**config.mk**
```make
export PLATFORM = sky130hd
export DESIGN_NAME = ex_stage
export DESIGN_NICKNAME = d
export VERILOG_FILES = /design/src/common/ex_pkg.sv /design/src/rtl/alu/ex_alu.sv /design/src/rtl/ex_stage.sv /design/src/rtl/ex_writeback.sv /design/src/rtl/mult/ex_mult.sv
export SDC_FILE = /design/constraint.sdc
export NUM_CORES = 2
export LEC_CHECK = 0
export BUFFER_PORTS_ARGS = -buffer_cell sky130_fd_sc_hd__buf_2
export CORE_MARGIN = 1.5
export CORE_UTILIZATION = 55
export CTS_BUF_LIST = sky130_fd_sc_hd__clkbuf_8
export DETAILED_ROUTE_END_ITERATION = 12
export GPL_TIMING_DRIVEN = 0
export PLACE_DENSITY = 0.75
export SYNTH_ARGS = -nofsm -noshare
export SYNTH_HDL_FRONTEND = slang
export SYNTH_SLANG_ARGS = --single-unit
```
**constraint.sdc**
```tcl
create_clock -name clk -period 11.3 [get_ports clk]
set_input_delay 0.565 -clock clk [delete_from_list [all_inputs] [get_ports clk]]
set_output_delay 0.565 -clock clk [all_outputs]
set_load 0.01 [all_outputs]
```
**src/common/ex_pkg.sv**
```systemverilog
/*
  Shared widths, operator encodings and port structs of the execute stage.
  Only the integer subset is kept: no FPU, no divider, no DSP modes.
  MULH_STEPS must divide XLEN; each step consumes one slice of operand b.
*/

package ex_pkg;

  ////////////////////////////////////////////////////////////////////////////
  // Widths
  ////////////////////////////////////////////////////////////////////////////

  // Data word width
  localparam int XLEN = 32;

  // Register address, 6 bits as on the ID side
  localparam int REG_ADDR_W = 6;

  // Upper-word multiply iterations and the slice of b handled per step
  localparam int MULH_STEPS   = 4;
  localparam int MULH_SLICE_W = XLEN / MULH_STEPS;
  localparam int MULH_CNT_W   = $clog2(MULH_STEPS);

  ////////////////////////////////////////////////////////////////////////////
  // Operator encodings
  ////////////////////////////////////////////////////////////////////////////

  // SLT/SLTU write 0 or 1, EQ..GEU are branch compares
  typedef enum logic [3:0] {
    ALU_ADD,
    ALU_SUB,
    ALU_XOR,
    ALU_OR,
    ALU_AND,
    ALU_SLL,
    ALU_SRL,
    ALU_SRA,
    ALU_SLT,
    ALU_SLTU,
    ALU_EQ,
    ALU_NE,
    ALU_LT,
    ALU_GE,
    ALU_LTU,
    ALU_GEU
  } alu_op_e;

  // MUL/MAC single cycle, MULH* iterative
  typedef enum logic [2:0] {
    MULT_MUL,
    MULT_MAC,
    MULT_MULH,
    MULT_MULHSU,
    MULT_MULHU
  } mult_op_e;

  ////////////////////////////////////////////////////////////////////////////
  // Port structs
  ////////////////////////////////////////////////////////////////////////////

  // ALU request from ID
  typedef struct packed {
    alu_op_e         op;
    logic [XLEN-1:0] a;
    logic [XLEN-1:0] b;
  } alu_req_t;

  // Multiplier request from ID, c is the accumulator for MAC
  typedef struct packed {
    mult_op_e        op;
    logic [XLEN-1:0] a;
    logic [XLEN-1:0] b;
    logic [XLEN-1:0] c;
  } mult_req_t;

  // Register file write port, used for forwarding and for load/store
  typedef struct packed {
    logic                  we;
    logic [REG_ADDR_W-1:0] addr;
    logic [XLEN-1:0]       data;
  } wb_port_t;

endpackage

```
**src/rtl/alu/ex_alu.sv**
```systemverilog
/*
  Single-cycle integer ALU, purely combinational.
  One subtractor serves SUB, SLT/SLTU and all branch compares.
  Compare operators return the compare bit zero-extended on result_o.
*/

`timescale 1ns/1ns

module ex_alu
  import ex_pkg::*;
(
  input  alu_req_t        alu_req_i,
  output logic [XLEN-1:0] result_o,
  output logic            cmp_result_o
);

  // Operand aliases
  logic [XLEN-1:0]         op_a;
  logic [XLEN-1:0]         op_b;
  logic [$clog2(XLEN)-1:0] shamt;

  // Adder and shared subtractor
  logic [XLEN-1:0] add_res;
  logic [XLEN:0]   sub_full;

  // Compare flags
  logic is_eq;
  logic lt_signed;
  logic lt_unsigned;

  assign op_a  = alu_req_i.a;
  assign op_b  = alu_req_i.b;
  // Shift amount from the low bits of b
  assign shamt = op_b[$clog2(XLEN)-1:0];

  ////////////////////////////////////////////////////////////////////////////
  // Arithmetic
  ////////////////////////////////////////////////////////////////////////////

  assign add_res = op_a + op_b;

  // a - b as a + ~b + 1, carry out kept in the top bit
  assign sub_full = {1'b0, op_a} + {1'b0, ~op_b} + (XLEN+1)'(1);

  // Zero difference means equal
  assign is_eq = (sub_full[XLEN-1:0] == '0);

  // No carry out means a < b unsigned
  assign lt_unsigned = ~sub_full[XLEN];

  // Signs differ: a is smaller when negative
  // Signs equal: the difference cannot overflow, its sign decides
  assign lt_signed = (op_a[XLEN-1] ^ op_b[XLEN-1]) ? op_a[XLEN-1] : sub_full[XLEN-1];

  ////////////////////////////////////////////////////////////////////////////
  // Compare output
  ////////////////////////////////////////////////////////////////////////////

  always_comb begin
    case (alu_req_i.op)
      ALU_EQ:   cmp_result_o = is_eq;
      ALU_NE:   cmp_result_o = ~is_eq;
      ALU_LT:   cmp_result_o = lt_signed;
      ALU_GE:   cmp_result_o = ~lt_signed;
      ALU_LTU:  cmp_result_o = lt_unsigned;
      ALU_GEU:  cmp_result_o = ~lt_unsigned;
      // Set-less-than uses the same bit
      ALU_SLT:  cmp_result_o = lt_signed;
      ALU_SLTU: cmp_result_o = lt_unsigned;
      default:  cmp_result_o = 1'b0;
    endcase
  end

  ////////////////////////////////////////////////////////////////////////////
  // Result mux
  ////////////////////////////////////////////////////////////////////////////

  always_comb begin
    case (alu_req_i.op)
      ALU_ADD: result_o = add_res;
      ALU_SUB: result_o = sub_full[XLEN-1:0];
      ALU_XOR: result_o = op_a ^ op_b;
      ALU_OR:  result_o = op_a | op_b;
      ALU_AND: result_o = op_a & op_b;
      ALU_SLL: result_o = op_a << shamt;
      ALU_SRL: result_o = op_a >> shamt;
      // Arithmetic shift keeps the sign of a
      ALU_SRA: result_o = $unsigned($signed(op_a) >>> shamt);
      // SLT/SLTU and branch compares write 0 or 1
      default: result_o = {{(XLEN-1){1'b0}}, cmp_result_o};
    endcase
  end

endmodule

```
**src/rtl/ex_stage.sv**
```systemverilog
/*
  Execute stage top: ALU and multiplier side by side, merged in writeback.
  ID must hold all inputs stable while ex_ready_o is low.
*/

`timescale 1ns/1ns

module ex_stage
  import ex_pkg::*;
(
  input  logic                  clk,
  input  logic                  rst_n,
  // ALU request
  input  logic                  alu_en_i,
  input  alu_req_t              alu_req_i,
  // Multiplier request
  input  logic                  mult_en_i,
  input  mult_req_t             mult_req_i,
  // Branch target, operand c of the branch
  input  logic [XLEN-1:0]       jump_target_src_i,
  // CSR read
  input  logic                  csr_access_i,
  input  logic [XLEN-1:0]       csr_rdata_i,
  // Load/store unit
  input  logic                  lsu_en_i,
  input  logic [XLEN-1:0]       lsu_rdata_i,
  input  logic                  lsu_ready_ex_i,
  input  logic                  lsu_err_i,
  input  logic                  branch_in_ex_i,
  // Forwarding port destination
  input  logic                  regfile_alu_we_i,
  input  logic [REG_ADDR_W-1:0] regfile_alu_waddr_i,
  // Load/store port destination
  input  logic                  regfile_we_i,
  input  logic [REG_ADDR_W-1:0] regfile_waddr_i,
  input  logic                  wb_ready_i,
  output wb_port_t              fw_port_o,
  output wb_port_t              wb_port_o,
  output logic                  branch_decision_o,
  output logic [XLEN-1:0]       jump_target_o,
  output logic                  mult_multicycle_o,
  output logic                  ex_ready_o,
  output logic                  ex_valid_o
);

  logic [XLEN-1:0] alu_result;
  logic            alu_cmp;
  logic [XLEN-1:0] mult_result;
  logic            mult_ready;

  // Branch outcome straight from the compare
  assign branch_decision_o = alu_cmp;
  assign jump_target_o     = jump_target_src_i;

  ////////////////////////////////////////////////////////////////////////////
  // Units
  ////////////////////////////////////////////////////////////////////////////

  ex_alu u_alu (
    .alu_req_i    (alu_req_i),
    .result_o     (alu_result),
    .cmp_result_o (alu_cmp)
  );

  // ex_ready_o releases a finished upper word
  ex_mult u_mult (
    .clk          (clk),
    .rst_n        (rst_n),
    .enable_i     (mult_en_i),
    .mult_req_i   (mult_req_i),
    .ex_ready_i   (ex_ready_o),
    .result_o     (mult_result),
    .multicycle_o (mult_multicycle_o),
    .ready_o      (mult_ready)
  );

  ex_writeback u_writeback (
    .clk                 (clk),
    .rst_n               (rst_n),
    .alu_en_i            (alu_en_i),
    .alu_result_i        (alu_result),
    .mult_en_i           (mult_en_i),
    .mult_result_i       (mult_result),
    .mult_ready_i        (mult_ready),
    .csr_access_i        (csr_access_i),
    .csr_rdata_i         (csr_rdata_i),
    .lsu_en_i            (lsu_en_i),
    .lsu_rdata_i         (lsu_rdata_i),
    .lsu_ready_ex_i      (lsu_ready_ex_i),
    .lsu_err_i           (lsu_err_i),
    .branch_in_ex_i      (branch_in_ex_i),
    .regfile_alu_we_i    (regfile_alu_we_i),
    .regfile_alu_waddr_i (regfile_alu_waddr_i),
    .regfile_we_i        (regfile_we_i),
    .regfile_waddr_i     (regfile_waddr_i),
    .wb_ready_i          (wb_ready_i),
    .fw_port_o           (fw_port_o),
    .wb_port_o           (wb_port_o),
    .ex_ready_o          (ex_ready_o),
    .ex_valid_o          (ex_valid_o)
  );

endmodule

```
**src/rtl/ex_writeback.sv**
```systemverilog
/*
  Write-port muxing and stall logic of the execute stage.
  The forwarding port is combinational, the load/store port is registered.
  ex_valid_o does not depend on ex_ready_o, so branches can retire in EX.
*/

`timescale 1ns/1ns

module ex_writeback
  import ex_pkg::*;
(
  input  logic                  clk,
  input  logic                  rst_n,
  input  logic                  alu_en_i,
  input  logic [XLEN-1:0]       alu_result_i,
  input  logic                  mult_en_i,
  input  logic [XLEN-1:0]       mult_result_i,
  input  logic                  mult_ready_i,
  input  logic                  csr_access_i,
  input  logic [XLEN-1:0]       csr_rdata_i,
  input  logic                  lsu_en_i,
  input  logic [XLEN-1:0]       lsu_rdata_i,
  input  logic                  lsu_ready_ex_i,
  input  logic                  lsu_err_i,
  input  logic                  branch_in_ex_i,
  input  logic                  regfile_alu_we_i,
  input  logic [REG_ADDR_W-1:0] regfile_alu_waddr_i,
  input  logic                  regfile_we_i,
  input  logic [REG_ADDR_W-1:0] regfile_waddr_i,
  input  logic                  wb_ready_i,
  output wb_port_t              fw_port_o,
  output wb_port_t              wb_port_o,
  output logic                  ex_ready_o,
  output logic                  ex_valid_o
);

  // EX/WB register of the load/store port
  logic                  lsu_we_q;
  logic [REG_ADDR_W-1:0] lsu_waddr_q;

  logic units_ready;
  logic lsu_we_masked;

  ////////////////////////////////////////////////////////////////////////////
  // Forwarding port
  ////////////////////////////////////////////////////////////////////////////

  always_comb begin
    fw_port_o.we   = regfile_alu_we_i;
    fw_port_o.addr = regfile_alu_waddr_i;
    // CSR beats multiplier beats ALU
    if (csr_access_i) begin
      fw_port_o.data = csr_rdata_i;
    end else if (mult_en_i) begin
      fw_port_o.data = mult_result_i;
    end else if (alu_en_i) begin
      fw_port_o.data = alu_result_i;
    end else begin
      fw_port_o.data = '0;
    end
  end

  ////////////////////////////////////////////////////////////////////////////
  // Ready and valid
  ////////////////////////////////////////////////////////////////////////////

  assign units_ready = mult_ready_i & lsu_ready_ex_i & wb_ready_i;

  assign ex_valid_o = (alu_en_i | mult_en_i | csr_access_i | lsu_en_i) & units_ready;

  // A branch finishes in EX and never waits on WB
  assign ex_ready_o = units_ready | branch_in_ex_i;

  ////////////////////////////////////////////////////////////////////////////
  // EX/WB register
  ////////////////////////////////////////////////////////////////////////////

  // Faulting accesses never write back
  assign lsu_we_masked = regfile_we_i & ~lsu_err_i;

  always_ff @(posedge clk or negedge rst_n) begin
    if (!rst_n) begin
      lsu_we_q    <= 1'b0;
      lsu_waddr_q <= '0;
    end else if (ex_valid_o) begin
      lsu_we_q <= lsu_we_masked;
      if (lsu_we_masked) begin
        lsu_waddr_q <= regfile_waddr_i;
      end
    end else if (wb_ready_i) begin
      // WB can take more but nothing came, flush the slot
      lsu_we_q <= 1'b0;
    end
  end

  // Load data arrives from the LSU in the WB cycle
  assign wb_port_o.we   = lsu_we_q;
  assign wb_port_o.addr = lsu_waddr_q;
  assign wb_port_o.data = lsu_rdata_i;

endmodule

```
**src/rtl/mult/ex_mult.sv**
```systemverilog
/*
  Integer multiplier. MUL and MAC are combinational and keep ready high.
  MULH, MULHSU and MULHU iterate over MULH_STEPS cycles, one slice of b each.
  Operands must stay stable until the upper word is taken with ex_ready_i.
*/

`timescale 1ns/1ns

module ex_mult
  import ex_pkg::*;
(
  input  logic            clk,
  input  logic            rst_n,
  input  logic            enable_i,
  input  mult_req_t       mult_req_i,
  input  logic            ex_ready_i,
  output logic [XLEN-1:0] result_o,
  output logic            multicycle_o,
  output logic            ready_o
);

  typedef enum logic [1:0] {
    MH_IDLE,
    MH_STEP,
    MH_DONE
  } mulh_state_e;

  mulh_state_e           state_q;
  logic [MULH_CNT_W-1:0] cnt_q;
  logic [2*XLEN-1:0]     acc_q;

  // Low products
  logic [XLEN-1:0] prod_lo;

  // Upper-word datapath
  logic                    is_mulh;
  logic                    start;
  logic                    a_signed;
  logic                    b_signed;
  logic [MULH_CNT_W-1:0]   cur_step;
  logic [MULH_SLICE_W-1:0] b_slice;
  logic                    slice_sign;
  logic [2*XLEN-1:0]       a_ext;
  logic [2*XLEN-1:0]       b_ext;
  logic [2*XLEN-1:0]       partial;
  logic [2*XLEN-1:0]       acc_next;

  ////////////////////////////////////////////////////////////////////////////
  // Single-cycle low word
  ////////////////////////////////////////////////////////////////////////////

  // Low 32 bits are the same for signed and unsigned operands
  assign prod_lo = mult_req_i.a * mult_req_i.b;

  ////////////////////////////////////////////////////////////////////////////
  // Upper-word iteration
  ////////////////////////////////////////////////////////////////////////////

  assign is_mulh = (mult_req_i.op == MULT_MULH) || (mult_req_i.op == MULT_MULHSU) ||
                   (mult_req_i.op == MULT_MULHU);

  // First cycle seen enabled is handled in the idle state itself
  assign start = enable_i & is_mulh & (state_q == MH_IDLE);

  assign a_signed = (mult_req_i.op == MULT_MULH) || (mult_req_i.op == MULT_MULHSU);
  assign b_signed = (mult_req_i.op == MULT_MULH);

  // Slice 0 in the start cycle and the counter after it
  assign cur_step = (state_q == MH_IDLE) ? '0 : cnt_q;
  assign b_slice  = mult_req_i.b[cur_step*MULH_SLICE_W +: MULH_SLICE_W];

  // Only the top slice of a signed b carries the negative weight -2^(XLEN-1)
  assign slice_sign = b_signed & (cur_step == MULH_CNT_W'(MULH_STEPS - 1)) &
                      b_slice[MULH_SLICE_W-1];

  // a extended to 64 bits by its signedness
  assign a_ext = {{XLEN{a_signed & mult_req_i.a[XLEN-1]}}, mult_req_i.a};

  // Slice of b with sign extension only for the top slice of a signed b
  assign b_ext = {{(2*XLEN-MULH_SLICE_W){slice_sign}}, b_slice};

  // Slice product modulo 2^64 shifted to its weight
  assign partial = (a_ext * b_ext) << (cur_step * MULH_SLICE_W);

  // Accumulator starts from zero on the first step
  assign acc_next = ((state_q == MH_IDLE) ? '0 : acc_q) + partial;

  always_ff @(posedge clk or negedge rst_n) begin
    if (!rst_n) begin
      state_q <= MH_IDLE;
      cnt_q   <= '0;
    end else begin
      case (state_q)
        MH_IDLE: begin
          if (start) begin
            cnt_q   <= MULH_CNT_W'(1);
            state_q <= MH_STEP;
          end
        end
        MH_STEP: begin
          cnt_q <= cnt_q + MULH_CNT_W'(1);
          // After the last slice the upper word is presented next cycle
          if (cnt_q == MULH_CNT_W'(MULH_STEPS - 1)) begin
            state_q <= MH_DONE;
          end
        end
        MH_DONE: begin
          // Hold until the pipeline takes it
          if (ex_ready_i) begin
            state_q <= MH_IDLE;
          end
        end
        default: state_q <= MH_IDLE;
      endcase
    end
  end

  // Partial sum of the upper-word product
  always_ff @(posedge clk) begin
    if (start || (state_q == MH_STEP)) begin
      acc_q <= acc_next;
    end
  end

  ////////////////////////////////////////////////////////////////////////////
  // Outputs
  ////////////////////////////////////////////////////////////////////////////

  // Low while slices are being accumulated
  assign multicycle_o = start | (state_q == MH_STEP);
  assign ready_o      = ~multicycle_o;

  always_comb begin
    if (state_q == MH_DONE) begin
      result_o = acc_q[2*XLEN-1:XLEN];
    end else if (mult_req_i.op == MULT_MAC) begin
      result_o = prod_lo + mult_req_i.c;
    end else begin
      result_o = prod_lo;
    end
  end

endmodule

```
==> impl_metrics.env <==
export IMPL_globalRouteMet3Util=0.187
export IMPL_synth_flop_cell="edfxtp_1"
export IMPL_seq_area_mm2=0.00220
export IMPL_maxSlewViolCount=0
export IMPL_drive_above_1_share=0.0992
export IMPL_die_w_um=287
export IMPL_period_needed_ns=11.25
export IMPL_cts_inserted_buffers=9
export IMPL_start_util=0.558
export IMPL_setup_worst_path_end="fw_port_o[24]"
export IMPL_ys_ff_latch=75
export IMPL_rsz0062_at_grt="true"
export IMPL_num_rows=103
export IMPL_met2_usage=0.651
export IMPL_reg2reg_depth=43
export IMPL_max_stage_delay_ns=0.58
export IMPL_synth_distinct_cells=90
export IMPL_drc=0
export IMPL_wire_per_inst_um=28.4
export IMPL_timing_rr_start="u_mult.state_q[0]"
export IMPL_htreeDepth=3
export IMPL_finClkSkew_ns=0.0267
export IMPL_arrival_ns=10.68
export IMPL_grt_overflow=0
export IMPL_clk_path_buf_depth=2
export IMPL_grt_pass1_wl_um=284000
export IMPL_area_growth_synth_to_final_pct=7.91
export IMPL_crit_type="in -> out"
export IMPL_synth_area_mm2=0.0442
export IMPL_io_pins=401
export IMPL_ant_nets=0
export IMPL_cts_tree="built"
export IMPL_clock_fmax_mhz=88.9
export IMPL_finalSetupViolCount=0
export IMPL_insertion_delay_ns=0.39
export IMPL_synthCells=5489
export IMPL_setup_slack_ns=0.0517
export IMPL_cp_depth=32
export IMPL_cap_violations=0
export IMPL_yosysTopAreaCellShare=0.295
export IMPL_synth_net_count=6832
export IMPL_multiInputGateArea_mm2=0.0379
export IMPL_global_route_usage_met1=0.645
export IMPL_synth_commonest_cells="inv_1, fa_1, nand2_1"
export IMPL_period_share=0.995
export IMPL_syn_area_per_cell_um2=8.06
export IMPL_clkSinkCount=75
export IMPL_worstPathMaxFanout=10
export IMPL_cp_start_kind="input port"
export IMPL_r2r_end="u_mult.acc_q[62]"
export IMPL_via_per_inst=6.46
export IMPL_grt_max_degree=67
export IMPL_fin_nets=7166
export IMPL_hold_violations=0
export IMPL_crit_path_start="mult_req_i[40]"
export IMPL_cts_root_buf="clkbuf_8"
export IMPL_ys_async_sr_fraction=0.147
export IMPL_clk_pin_slew_ns=0.11
export IMPL_yosysMostFrequentCell="inv_1"
export IMPL_dp_hpwl_um=164000
export IMPL_coreArea_mm2=0.0793
export IMPL_num_vias=44500
export IMPL_cpMostUsedCell="fa_1"
export IMPL_synthTopCellsByArea="fa_1, ha_1, and2_1, inv_1, nand2_1"
export IMPL_die_area_mm2=0.0821
export IMPL_cpLargestDelayFamily="adder cells"
export IMPL_totalWireLength_um=196000
export IMPL_relSlewSlack=0.0897
export IMPL_holdBufCountCts=0
export IMPL_tightest_slew_ns=1.33
export IMPL_yosysTopAreaCell="fa_1"
export IMPL_grt_pass1_vias=43600
export IMPL_crit_slowest_cell="a21oi_1"
export IMPL_required_ns=10.74
export IMPL_cp_end_kind="primary output"
export IMPL_regToRegSetupSlack_ns=0.51
export IMPL_seq_area_frac_synth=0.0497
export IMPL_holdCritPathClass="in -> async"
export IMPL_grt_use_total=0.471
export IMPL_dr_pass1_iters=7
export IMPL_synth_edf_count=64
export IMPL_port_buffers=318
export IMPL_die_h_um=287
export IMPL_top_usage_layer="met2"
export IMPL_fillers=7137
export IMPL_fin_util=0.602
export IMPL_grt_antenna_before_repair=13
export IMPL_place_ws_ns=-1.23
export IMPL_drtIter0Drc=5730
export IMPL_routabilityCongestion=1.09
export IMPL_status="complete, no violations"
export IMPL_yosys_warnings=0
export IMPL_worst_path_buf_inv=7
worst register-to-register path: cells and delay by family (launching register included):
kind | cells | cell delay (ns)
AOI/OAI and AO/OA | 17 | 3.85
adders and majority gates | 8 | 3.27
and+or+nand+nor | 9 | 1.40
buffers and inverters | 6 | 1.07
DFF | 1 | 0.50
xor gates and xnor gates | 2 | 0.33
muxes | 1 | 0.12
kinds of logic (layout without fill, tap and decap cells):
| kind of cell | after synthesis | after routing | share of synthesized area |
|---|---|---|---|
| AO/OA/AOI/OAI | 1169 | 1169 | 0.168 |
| XOR/XNOR | 234 | 234 | 0.0467 |
| adder cells (fa/ha/maj) | 1056 | 1056 | 0.409 |
| buffers and inverters | 1079 | 1418 | 0.0981 |
| flip-flops | 75 | 75 | 0.0497 |
| multiplexers | 140 | 140 | 0.0359 |
| other | 0 | 8 | 0 |
| AND/OR/NAND/NOR | 1736 | 1736 | 0.192 |
state kept, by name (all words and copies together), names as in the netlist:
name                     cells
u_mult.cnt_q                 2
u_writeback.lsu_waddr_q      6
u_mult.acc_q                64
u_mult.state_q               2
u_writeback.lsu_we_q         1
worst min-delay path by stage:
stage | to | slack [ns] | cells after the start
3_3_place_gp | u_writeback.lsu_waddr_q[3] | 0.47 | 1
2_1_floorplan | u_mult.cnt_q[0] | 0.27 | 0
6_report | u_writeback.lsu_waddr_q[0] | 0.06 | 1
5_1_grt | u_writeback.lsu_waddr_q[2] | 0.06 | 1
4_1_cts | u_writeback.lsu_waddr_q[5] | 0.04 | 1
3_5_place_dp | u_writeback.lsu_waddr_q[3] | 0.47 | 1
placed cells by master, fill, tap and decap left out, drive strengths merged, types with 50 or more instances in the layout:
master	netlist	layout
a21o	122	122
a21oi	340	340
and2	449	449
buf	103	437
clkbuf	291	288
edfxtp	64	64
fa	651	651
ha	405	405
inv	683	687
mux2i	109	109
nand2	611	611
nor2	316	316
nor2b	99	99
nor3	50	50
o21ai	277	277
xnor2	169	169
xor2	64	64
stage by stage:
stage               setup TNS (ns)  hold slack [ns]  cell area [um^2]  cells
CTS                              0           0.0418             47500   6878
finish                           0           0.0560             47700   6886
global placement            -24.05            0.468             47100   6857
global route               -0.0323           0.0632             47700   6880
detailed placement          -26.42            0.474             47200   6859
floorplan                        0            0.269             44200   5489
cell type report:
| class | count | share of cell area |
|---|---|---|
| Antenna cell | 8 | 0.000419 |
| Tap cell | 1050 | 0.0275 |
| Clock buffer | 9 | 0.00260 |
| Timing Repair Buffer | 329 | 0.0355 |
| Multi-Input combinational cell | 4335 | 0.795 |
| Buffer | 388 | 0.0380 |
| Inverter | 685 | 0.0539 |
| Clock inverter | 7 | 0.00121 |
| Sequential cell | 75 | 0.0461 |
per-layer routing:
layer / share of wire / wire, um
met3: 0.16 / 31400
met4: 0.056 / 10900
met2: 0.39 / 77300
met1: 0.39 / 76100
met5: 0.00021 / 41
repair_timing:
item / in CTS / in global routing
buffers inserted: 4 / 5
gates cloned: 0 / 0
pin swaps: 1 / 6
endpoints found under the setup margin: 42 / 37
resized for setup: 44 / 85
Power is not shown: default switching activity piles up to over one toggle a cycle in this logic, so the estimate is an artifact.
